### config.mk
export PLATFORM = sky130hd
export DESIGN_NAME = keypad_top
export DESIGN_NICKNAME = d
export VERILOG_FILES = /design/src/keypad_pkg.sv /design/src/wb_pkg.sv /design/src/column_scanner.sv /design/src/key_debouncer.sv /design/src/key_encoder.sv /design/src/key_event_regs.sv /design/src/keypad_top.sv
export SDC_FILE = /design/constraint.sdc
export NUM_CORES = 1
export LEC_CHECK = 0
export ABC_AREA = 1
export BUFFER_PORTS_ARGS = -buffer_cell sky130_fd_sc_hd__buf_2
export CAP_MARGIN = 40
export CORE_ASPECT_RATIO = 2
export CORE_UTILIZATION = 54
export CTS_CLUSTER_SIZE = 30
export DETAILED_ROUTE_END_ITERATION = 8
export MAX_ROUTING_LAYER = met4
export PLACE_DENSITY = 0.75
export SLEW_MARGIN = 10
export SYNTH_ARGS = -nofsm -noshare
export SYNTH_HDL_FRONTEND = slang
export SYNTH_SLANG_ARGS = --single-unit
export TNS_END_PERCENT = 20
### constraint.sdc
create_clock -name clk -period 2.4 [get_ports clk]
set_clock_uncertainty 0.2 [all_clocks]
set_input_delay 0.12 -clock clk [delete_from_list [all_inputs] [get_ports clk]]
set_output_delay 0.12 -clock clk [all_outputs]
set_load 0.05 [all_outputs]
### src/keypad_pkg.sv
package keypad_pkg;

    localparam int NUM_COLS         = 4;
    localparam int NUM_ROWS         = 4;
    localparam int NUM_KEYS         = NUM_COLS * NUM_ROWS;
    localparam int COL_W            = $clog2(NUM_COLS);
    localparam int KEY_W            = $clog2(NUM_KEYS);
    localparam int SCAN_DWELL       = 4;  // Clocks per column
    localparam int DEBOUNCE_SAMPLES = 3;  // Equal samples needed to flip

    typedef enum logic {
        KIND_DIGIT,
        KIND_FUNC
    } key_kind_t;

    typedef enum logic [2:0] {
        OP_ADD,
        OP_SUB,
        OP_MUL,
        OP_NEG,
        OP_EQUAL,
        OP_CLEAR
    } op_code_t;

    typedef struct packed {
        key_kind_t  kind;
        logic [2:0] spare;
        logic [3:0] value;   // 0 to 9
    } digit_view_t;

    typedef struct packed {
        key_kind_t  kind;
        logic [3:0] spare;
        op_code_t   op;
    } func_view_t;

    // Kind bit sits at bit 7 in both views
    typedef union packed {
        digit_view_t digit;
        func_view_t  func;
    } key_event_t;

    function automatic key_event_t digit_ev(logic [3:0] value);
        key_event_t ev;
        ev = '0;
        ev.digit.kind  = KIND_DIGIT;
        ev.digit.value = value;
        return ev;
    endfunction

    function automatic key_event_t func_ev(op_code_t op);
        key_event_t ev;
        ev = '0;
        ev.func.kind = KIND_FUNC;
        ev.func.op   = op;
        return ev;
    endfunction

    // Index is column * 4 + row
    localparam key_event_t KEY_MAP [NUM_KEYS] = '{
        digit_ev(4'd1), digit_ev(4'd4), digit_ev(4'd7), func_ev(OP_EQUAL),  // '*' is equal
        digit_ev(4'd2), digit_ev(4'd5), digit_ev(4'd8), digit_ev(4'd0),
        digit_ev(4'd3), digit_ev(4'd6), digit_ev(4'd9), func_ev(OP_CLEAR),  // '#' is clear
        func_ev(OP_ADD), func_ev(OP_SUB), func_ev(OP_MUL), func_ev(OP_NEG)
    };

endpackage

### src/wb_pkg.sv
package wb_pkg;

    localparam int WB_DW = 8;
    localparam int WB_AW = 2;

    // Register map, word addresses
    localparam logic [WB_AW-1:0] REG_STATUS = 2'd0;
    localparam logic [WB_AW-1:0] REG_EVENT  = 2'd1;  // Read pops the head
    localparam logic [WB_AW-1:0] REG_CLEAR  = 2'd2;  // Any write clears overflow

    // STATUS fields
    localparam int STAT_CNT_LSB = 0;
    localparam int STAT_CNT_MSB = 2;
    localparam int STAT_OVF_BIT = 7;

    localparam int EVQ_DEPTH = 4;
    localparam int EVQ_AW    = $clog2(EVQ_DEPTH);
    localparam int EVQ_CW    = $clog2(EVQ_DEPTH + 1);

endpackage

### src/column_scanner.sv
module column_scanner
    import keypad_pkg::*;
(
    input  logic                clk,
    input  logic                nRST,
    input  logic [NUM_ROWS-1:0] row,
    output logic [NUM_COLS-1:0] col,
    output logic [COL_W-1:0]    scan_col,
    output logic                sample_valid,
    output logic [NUM_ROWS-1:0] sample_rows
);

    localparam int DWELL_W = $clog2(SCAN_DWELL);

    logic [DWELL_W-1:0] dwell_cnt;
    logic               dwell_end;

    assign dwell_end    = (dwell_cnt == DWELL_W'(SCAN_DWELL - 1));
    assign sample_valid = dwell_end;  // Last clock of the dwell

    // Dwell and column counters
    always_ff @(posedge clk or negedge nRST) begin
        if (!nRST) begin
            dwell_cnt <= '0;
            scan_col  <= '0;
        end else if (dwell_end) begin
            dwell_cnt <= '0;
            scan_col  <= scan_col + 1'b1;  // Wraps after last column
        end else begin
            dwell_cnt <= dwell_cnt + 1'b1;
        end
    end

    // Column drive trails scan_col by one clock
    always_ff @(posedge clk or negedge nRST) begin
        if (!nRST) begin
            col <= '1;  // Nothing driven in reset
        end else begin
            col <= ~(NUM_COLS'(1) << scan_col);
        end
    end

    // The rows settle in the second clock of the dwell. By the last
    // clock this register holds a clean copy for the current column.
    always_ff @(posedge clk) begin
        sample_rows <= ~row;  // 1 means pressed
    end

endmodule

### src/key_debouncer.sv
module key_debouncer
    import keypad_pkg::*;
(
    input  logic clk,
    input  logic nRST,
    input  logic sample_en,
    input  logic raw,
    output logic stable
);

    localparam int CNT_W = $clog2(DEBOUNCE_SAMPLES + 1);

    logic [CNT_W-1:0] diff_cnt;   // Consecutive disagreeing samples
    logic [CNT_W-1:0] cnt_next;

    assign cnt_next = diff_cnt + 1'b1;

    always_ff @(posedge clk or negedge nRST) begin
        if (!nRST) begin
            stable   <= 1'b0;
            diff_cnt <= '0;
        end else if (sample_en) begin
            if (raw == stable) begin
                diff_cnt <= '0;  // Bounce back, start over
            end else if (cnt_next == CNT_W'(DEBOUNCE_SAMPLES)) begin
                stable   <= raw;
                diff_cnt <= '0;
            end else begin
                diff_cnt <= cnt_next;
            end
        end
    end

endmodule

### src/key_encoder.sv
module key_encoder
    import keypad_pkg::*;
(
    input  logic                clk,
    input  logic                nRST,
    input  logic [NUM_KEYS-1:0] key_stable,
    output logic                ev_valid,
    output key_event_t          ev_data
);

    logic [NUM_KEYS-1:0] prev_stable;
    logic [NUM_KEYS-1:0] rose;
    logic [KEY_W-1:0]    first_key;

    assign rose = key_stable & ~prev_stable;  // New presses only

    // Lowest-numbered rising key wins, the rest are dropped
    always_comb begin
        first_key = '0;
        for (int i = NUM_KEYS - 1; i >= 0; i--) begin
            if (rose[i]) begin
                first_key = KEY_W'(i);
            end
        end
    end

    always_ff @(posedge clk or negedge nRST) begin
        if (!nRST) begin
            prev_stable <= '0;
            ev_valid    <= 1'b0;
        end else begin
            prev_stable <= key_stable;
            ev_valid    <= |rose;  // One clock per new press
        end
    end

    // Event payload, qualified by ev_valid
    always_ff @(posedge clk) begin
        if (|rose) begin
            ev_data <= KEY_MAP[first_key];
        end
    end

endmodule

### src/key_event_regs.sv
module key_event_regs
    import keypad_pkg::*, wb_pkg::*;
(
    input  logic             clk,
    input  logic             nRST,
    input  logic             ev_valid,
    input  key_event_t       ev_data,
    input  logic             wb_cyc,
    input  logic             wb_stb,
    input  logic             wb_we,
    input  logic [WB_AW-1:0] wb_adr,
    input  logic [WB_DW-1:0] wb_dat_w,
    output logic [WB_DW-1:0] wb_dat_r,
    output logic             wb_ack
);

    key_event_t evq [EVQ_DEPTH];

    logic [EVQ_AW-1:0] wr_ptr;
    logic [EVQ_AW-1:0] rd_ptr;
    logic [EVQ_CW-1:0] count;
    logic              ovf;

    logic              req;
    logic              rd_req;
    logic              clr_req;
    logic              empty;
    logic              full;
    logic              push;
    logic              pop;
    logic [WB_DW-1:0]  status_word;

    // New request only when no ack is pending
    assign req     = wb_cyc && wb_stb && !wb_ack;
    assign rd_req  = req && !wb_we;
    // Write data is ignored for CLEAR
    assign clr_req = req && wb_we && (wb_adr == REG_CLEAR);

    assign empty = (count == '0);
    assign full  = (count == EVQ_CW'(EVQ_DEPTH));
    assign push  = ev_valid && !full;  // Full queue drops the event
    assign pop   = rd_req && (wb_adr == REG_EVENT) && !empty;

    always_comb begin
        status_word = '0;
        status_word[STAT_CNT_MSB:STAT_CNT_LSB] = count;
        status_word[STAT_OVF_BIT] = ovf;
    end

    // Queue pointers, count and overflow flag
    always_ff @(posedge clk or negedge nRST) begin
        if (!nRST) begin
            wr_ptr <= '0;
            rd_ptr <= '0;
            count  <= '0;
            ovf    <= 1'b0;
        end else begin
            if (push) begin
                wr_ptr <= wr_ptr + 1'b1;
            end
            if (pop) begin
                rd_ptr <= rd_ptr + 1'b1;
            end
            case ({push, pop})
                2'b10:   count <= count + 1'b1;
                2'b01:   count <= count - 1'b1;
                default: count <= count;  // Both or neither
            endcase
            if (ev_valid && full) begin
                ovf <= 1'b1;  // Set wins over clear
            end else if (clr_req) begin
                ovf <= 1'b0;
            end
        end
    end

    always_ff @(posedge clk) begin
        if (push) begin
            evq[wr_ptr] <= ev_data;
        end
    end

    // Single-cycle ack
    always_ff @(posedge clk or negedge nRST) begin
        if (!nRST) begin
            wb_ack <= 1'b0;
        end else begin
            wb_ack <= req;
        end
    end

    always_ff @(posedge clk) begin
        if (rd_req) begin
            case (wb_adr)
                REG_STATUS: wb_dat_r <= status_word;
                REG_EVENT:  wb_dat_r <= empty ? '0 : evq[rd_ptr];  // Empty reads 0
                default:    wb_dat_r <= '0;
            endcase
        end
    end

endmodule

### src/keypad_top.sv
module keypad_top
    import keypad_pkg::*, wb_pkg::*;
(
    input  logic                clk,
    input  logic                nRST,
    input  logic [NUM_ROWS-1:0] row,
    output logic [NUM_COLS-1:0] col,
    input  logic                wb_cyc,
    input  logic                wb_stb,
    input  logic                wb_we,
    input  logic [WB_AW-1:0]    wb_adr,
    input  logic [WB_DW-1:0]    wb_dat_w,
    output logic [WB_DW-1:0]    wb_dat_r,
    output logic                wb_ack
);

    logic                sample_valid;
    logic [COL_W-1:0]    scan_col;
    logic [NUM_ROWS-1:0] sample_rows;
    logic [NUM_KEYS-1:0] key_stable;
    logic                ev_valid;
    key_event_t          ev_data;

    column_scanner u_scanner (
        .clk          (clk),
        .nRST         (nRST),
        .row          (row),
        .col          (col),
        .scan_col     (scan_col),
        .sample_valid (sample_valid),
        .sample_rows  (sample_rows)
    );

    // One cell per key, fed only while its column is sampled
    for (genvar i = 0; i < NUM_KEYS; i++) begin : g_key
        localparam logic [COL_W-1:0] KEY_COL = COL_W'(i / NUM_ROWS);

        key_debouncer u_deb (
            .clk       (clk),
            .nRST      (nRST),
            .sample_en (sample_valid && (scan_col == KEY_COL)),
            .raw       (sample_rows[i % NUM_ROWS]),
            .stable    (key_stable[i])
        );
    end

    key_encoder u_encoder (
        .clk        (clk),
        .nRST       (nRST),
        .key_stable (key_stable),
        .ev_valid   (ev_valid),
        .ev_data    (ev_data)
    );

    key_event_regs u_regs (
        .clk      (clk),
        .nRST     (nRST),
        .ev_valid (ev_valid),
        .ev_data  (ev_data),
        .wb_cyc   (wb_cyc),
        .wb_stb   (wb_stb),
        .wb_we    (wb_we),
        .wb_adr   (wb_adr),
        .wb_dat_w (wb_dat_w),
        .wb_dat_r (wb_dat_r),
        .wb_ack   (wb_ack)
    );

endmodule

======== Word level (Yosys, flattened, before mapping) ========
Memories as Yosys holds them, arrays and structs flattened. A register that Yosys moved wholly into a read port is not among the register bits.
Cells that the tools add are included.
operators by class
  add/sub/neg operators ................... 22
  equality and inequality tests ........... 41
  shift operators ......................... 1
  mux-type cells .......................... 56
  bitwise operators ....................... 21
  reduce and logical (&&, ||, !) cells .... 39
operators with widths
  kind                                              number
  2-to-1 mux 2 bit                                  33
  2-to-1 mux 4 bit                                  16
  AND reduction 3 bit                               16
  == test 2 bit (second input constant)             21
  adder 2 x 1 -> 2 bit (second input constant)      20
  bitwise AND 16 bit                                1
  == test 1 bit                                     16
  NOT 1 bit                                         16
  NOT 16 bit                                        1
  one-hot mux 8 bit (2 select lines)                1
  OR reduction 16 bit                               1
  logical AND 1 bit                                 13
  2-to-1 mux 8 bit                                  1
  NOT 4 bit                                         2
  == test 2 x 1 -> 1 bit (second input constant)    3
  one-hot mux 3 bit (2 select lines)                1
  NOT 4 -> 5 bit                                    1
  zero test 1 bit                                   4
  zero test 2 bit                                   2
  2-to-1 mux 1 bit                                  4
  nonzero test 2 bit                                2
  << shifter 1 x 2 -> 4 bit (first input constant)  1
  adder 3 x 1 -> 3 bit (second input constant)      1
  == test 3 bit (second input constant)             1
  2 further kinds                                   2
word-level totals
  flip-flop bits (word level) ............. 94
  RAM bits ................................ 32
  ROM bits ................................ 128
  bits of input ports ..................... 19
  output and inout port bits .............. 13
  word-level logic and storage cells ...... 226
  memories kept ........................... 2
memories
  memory           words  width  read ports  clocked after Yosys merged registers in  wr ports  RTL line              source
  (no name shown)  16     8      1           1                                        0         key_encoder.sv:40     ev_data <= KEY_MAP[first_key];
  u_regs.evq       4      8      1           0                                        1         key_event_regs.sv:17  key_event_t evq [EVQ_DEPTH];

======== Longest topological paths before layout ========
  depth after elaboration ................. 19
  mapped depth ............................ 19
  mapped depth without buffers ............ 19

======== Hierarchy ========
A second synthesis with hierarchy kept.
second synthesis, totals
  cell total of the unflattened synthesis .. 795
  area total of the unflattened synthesis .. 6356.1 µm²
modules (own cells, without submodules)
  module          times used  cells each  area an instance (µm²)  sequential area each (µm²)
  key_debouncer   16          27          166.4                   75.1
  key_event_regs  1           195         2164.6                  1426.4
  key_encoder     1           124         1071.0                  575.6
  column_scanner  1           36          427.9                   285.3
  keypad_top      1           8           30.0                    0.0

======== Worst setup path after synthesis ========
No wires, ideal clock.
  path kind ............................... reg-to-reg
  start point ............................. register u_regs.wb_ack
  end point ............................... register u_regs.count[2]
  setup time .............................. 0.131 ns
  arrival time ............................ 2.251 ns
  data required time ...................... 2.069 ns
  path slack .............................. -0.181 ns
  cell stages (with the launch flop) ...... 12
  path buffers ............................ 0
  period minus slack after synthesis ...... 2.581 ns
  cell sequence ........................... dfrtp_1 > nor2_1 > inv_1 > nor2_1 > nand2_1 > inv_1 > ha_1 > inv_1 > fa_1 > a21oi_1 > o21ai_0 > xor2_1
on the way
  longest elaborated chain between the ends .. 7
  elaborated cells on any way between the ends .. 9
  those cells by class .................... eq/ne: 2; mux: 1; reduce/logical: 6
RTL lines
  what                                                                             RTL line              source
  start: declaration                                                               key_event_regs.sv:14  output logic wb_ack
  start signal: assignment                                                         key_event_regs.sv:88  wb_ack <= req;
  zero test 1 bit *                                                                key_event_regs.sv:34  assign req = wb_cyc && wb_stb && !wb_ack;
  logical AND 1 bit *                                                              key_event_regs.sv:34
  via u_regs.req                                                                   key_event_regs.sv:24  logic req;
  logical AND 1 bit *                                                              key_event_regs.sv:35  assign rd_req = req && !wb_we;
  via u_regs.rd_req                                                                key_event_regs.sv:25  logic rd_req;
  logical AND 1 bit * (2 in series)                                                key_event_regs.sv:42  assign pop = rd_req && (wb_adr == REG_EVENT) && !empty;
  via u_regs.pop                                                                   key_event_regs.sv:30  logic pop;
  == test 2 x 1 -> 1 bit / == test 2 bit (equally long branches)                   key_event_regs.sv:64  case ({push, pop})
  one-hot mux 3 bit (2 select lines) / nonzero test 2 bit (equally long branches)  --
  end signal: assignment                                                           key_event_regs.sv:65  2'b10: count <= count + 1'b1;
  end signal: assignment                                                           key_event_regs.sv:66  2'b01: count <= count - 1'b1;
  end signal: assignment                                                           key_event_regs.sv:67  default: count <= count;
  end: declaration                                                                 key_event_regs.sv:21  logic [EVQ_CW-1:0] count;
Mark *: on every way through the listed nets, which the timed path passes. The rest lies on a longest branch.
A chain may end at the register's enable or synchronous reset.

======== Worst setup path in the final report ========
Same ends and word-level chain as after synthesis.

==> impl_metrics.yaml <==
pwr:
  p_per_area_nw_per_um2: 935
  p_sw_frac: 0.267
  vdd.ir_drop.worst_mv: 0.597
  p_switching_mw: 1.48
  pwr-share-clk: 0.411
  leakage_nw: 2.90
  cell_internal_pwr_mw: 4.08
  pwr-share-seq: 0.448
  comb_power_share: 0.141
global_routing:
  grt_antenna_before_repair: 0
  grt_pass1_wl_um: 16000
  overflow: 0
  grt_usage: 0.223
  grt_pass1_vias: 3665
  grt_max_degree: 61
worst_setup_path:
  cp_num_cells: 11
  worst_path_most_repeated_cell: "inv_1"
  cp-start-kind: "register"
  cpPeakStageDelay_ps: 450
  crit_type: "reg2reg"
  regToRegStartpoint: "u_regs.wb_ack$_DFF_PN0_"
  end_kind: "register"
  regToRegEndpoint: "u_regs.count[2]$_DFFE_PN0P_"
  path_max_fanout: 3
  crit_slowest_cell: "fa_1"
  crit_path_end: "u_regs.count[2]$_DFFE_PN0P_"
  crit_chain: "nor2_1 > inv_1 > nor2_2 > nand2_1 > inv_1 > ha_1 > inv_1 > fa_1 > a21oi_1 > o21ai_1 > xor2_1"
  worstRegToRegCells: 11
  crit_required_ps: 2490
  worst-path-buf-inv: 3
  path_delay_family: "adder cells"
  crit_start: "u_regs.wb_ack$_DFF_PN0_"
  critPathArrivalTime_ps: 2360
  rrSetupSlack_ps: 120
logic_synthesis:
  synth_ff_type: "dfrtp_1"
  avgSynthCellArea_um2: 9.64
  synthCells: 522
  synth-async-reset-ratio: 0.707
  synth.largest_area_cell: "dfrtp_1"
  synth_edf_count: 30
  seq_area_frac_synth: 0.604
  synth_cell_types: 39
  synth_area_leaders: "dfrtp_1 (39%), edfxtp_1 (18%), inv_1 (7.3%)"
  ys_ff_latch: 116
  synth_area_um2: 5030
  synth_top_area_share: 0.388
  yosysWarnings: 0
cts:
  h-tree-depth: 4
  clockBufferDepth: 2
  clk_pin_slew_ps: 50
  worstSkewPairLatency_ps: 410
  cts_tree: "yes"
  cts_sinks: 116
  cts_setup_buffers: 0
  cts_made_buffers: 17
  cts_root_buf: "clkbuf_16"
route:
  drt_pre_antenna_iters: 5
  wl_um: 9550
  drt-initial-drc-count: 122
  wire_per_inst_um: 14.0
  drc_errors: 0
  via_per_inst: 5.30
  final_antenna_net_count: 0
  via_count: 3617
finish:
  fin_nets: 598
  drive_gt1_frac: 0.119
  final.fill_count: 674
  final_core_util: 0.659
  diodes: 0
  syn_to_final_growth_pct: 18.2
place:
  io_buffers: 20
  place.gp.congestion: 0.824
  dp_hpwl_um: 6790
sta:
  worst_pin_slew_ps: 520
  slew_headroom: 0.652
  setup_viol: 0
  setup_tns_ps: 0
  maxSlewViolCount: 0
  fin_crit_sh: 0.950
  hold_viol_final: 0
  rsz0062_at_grt: "no"
  max_freq_mhz: 439
  period_minus_slack_ps: 2280
floorplan:
  ios: 32
  die_x_um: 70.2
  num_rows: 49
  die-area_um2: 9730
  initial_core_util: 0.558
  coreArea_um2: 9010
  die_h_um: 138
outcome:
  status: "complete, no violations"
worst_hold_path:
  hold_path.class: "in2async"
flow_run:
  max_cap_viol_count: 0
-- cells in the mapped netlist (2+ instances only) --
master	number
dfstp_2	4
dfrtp_1	78
dfxtp_1	4
nand4_1	3
nor2_1	27
nand2_2	3
clkinv_1	2
xnor2_1	2
o21ai_0	59
o22ai_1	5
clkbuf_1	8
a21oi_1	23
nand3_1	44
xor2_1	9
a221o_1	3
inv_1	98
ha_1	10
buf_4	3
o31ai_2	2
mux2i_1	4
nand2_1	83
edfxtp_1	30
inv_2	2
-- through the flow --
| stage | hold slack [ps] | setup slack [ps] | cells | cell area [um2] | power, mW |
|---|---|---|---|---|---|
| 2_1_floorplan | -376 | 5.60 | 524 | 5040 | 3.01 |
| 3_3_place_gp | -171 | 180 | 637 | 5250 | 3.20 |
| 3_5_place_dp | -162 | 124 | 637 | 5250 | 3.26 |
| 4_1_cts | 47.6 | 104 | 682 | 5930 | 5.58 |
| 5_1_grt | 69.4 | 16.7 | 683 | 5940 | 5.77 |
| 6_report | 61.5 | 121 | 683 | 5940 | 5.56 |
-- placed cells by master, fill, tap and decap left out, types with 7 or more instances in the layout --
cell type and count:
xor2_1 9, nand3_1 44, ha_1 10, a21oi_1 23
buf_2 19, inv_1 98, nand2_1 83, clkbuf_16 19
dlygate4sd3_1 13, dfrtp_1 77, edfxtp_1 30, nor2_1 26
o21ai_0 58, clkbuf_1 7
-- worst min-delay path by stage --
stage                                             end  startpoint  cells past startpoint
6_report                   u_scanner.col[2]$_DFF_PN1_        nRST                      2
5_1_grt                    u_scanner.col[2]$_DFF_PN1_        nRST                      2
4_1_cts                    u_scanner.col[0]$_DFF_PN1_        nRST                      2
3_5_place_dp             u_regs.rd_ptr[1]$_DFFE_PN0P_        nRST                      1
3_3_place_gp                  u_regs.wb_ack$_DFF_PN0_        nRST                      1
2_1_floorplan  g_key[0].u_deb.diff_cnt[0]$_DFFE_PN0P_        nRST                      0
-- kinds of logic (layout without fill, tap and decap cells) --
group | after synthesis | count (layout) | synth area share
mux | 4 | 4 | 0.00796
buf+inv | 114 | 171 | 0.0876
compound gates | 98 | 98 | 0.108
simple gates | 167 | 167 | 0.144
fa+ha+maj | 11 | 11 | 0.0289
flops | 116 | 116 | 0.604
xor+xnor | 11 | 11 | 0.0192
other cells | 1 | 3 | 0.000746
-- final cells by class --
class	count	area, um2	area share
flip-flops and latches	116	3040	0.511
multi-input cells	294	1560	0.263
clock buffers	28	529	0.0891
inverters	102	383	0.0644
repair buffers	37	283	0.0476
well taps	102	128	0.0215
clock inverters	4	20.0	0.00337
-- state kept, by name, summed over array words and instances (netlist names) --
| name | count |
|---|---|
| g_key.u_deb.diff_cnt | 32 |
| u_regs.wb_dat_r | 5 |
| u_regs.wr_ptr | 2 |
| u_scanner.scan_col | 2 |
| u_regs.wb_ack | 1 |
| g_key.u_deb.stable | 16 |
| u_scanner.col | 4 |
| u_encoder.ev_data | 5 |
| u_regs.rd_ptr | 2 |
| u_scanner.dwell_cnt | 2 |
| u_encoder.ev_valid | 1 |
| u_regs.evq | 20 |
| u_regs.ovf | 1 |
| u_encoder.prev_stable | 16 |
| u_regs.count | 3 |
| u_scanner.sample_rows | 4 |
-- power groups by stage --
stage	registers [mW]	logic [mW]	clock network (mW)
after floorplan	2.46	0.558	0
after global placement	2.50	0.702	0
after detailed placement	2.52	0.748	0
after CTS	2.49	0.782	2.31
after global routing	2.52	0.872	2.39
final	2.49	0.782	2.29
-- per-layer routing --
metal | global-route usage | wire [um] | vias to the layer above
met1 | 0.205 | 3280 | 1751
met3 | 0.0459 | 228 | 35
li1 | - | - | 1768
met4 | 0.154 | 525 | 0
met2 | 0.395 | 5510 | 63
met5 | - | 0 | -
-- repair_timing --
action | in CTS | in global routing
hold endpoints to repair | 99 | 0
endpoints found under the setup margin | 0 | 1
hold buffers | 13 | 0
resized for setup | 0 | 1
No activity file was read; power rests on OpenSTA's default activity.
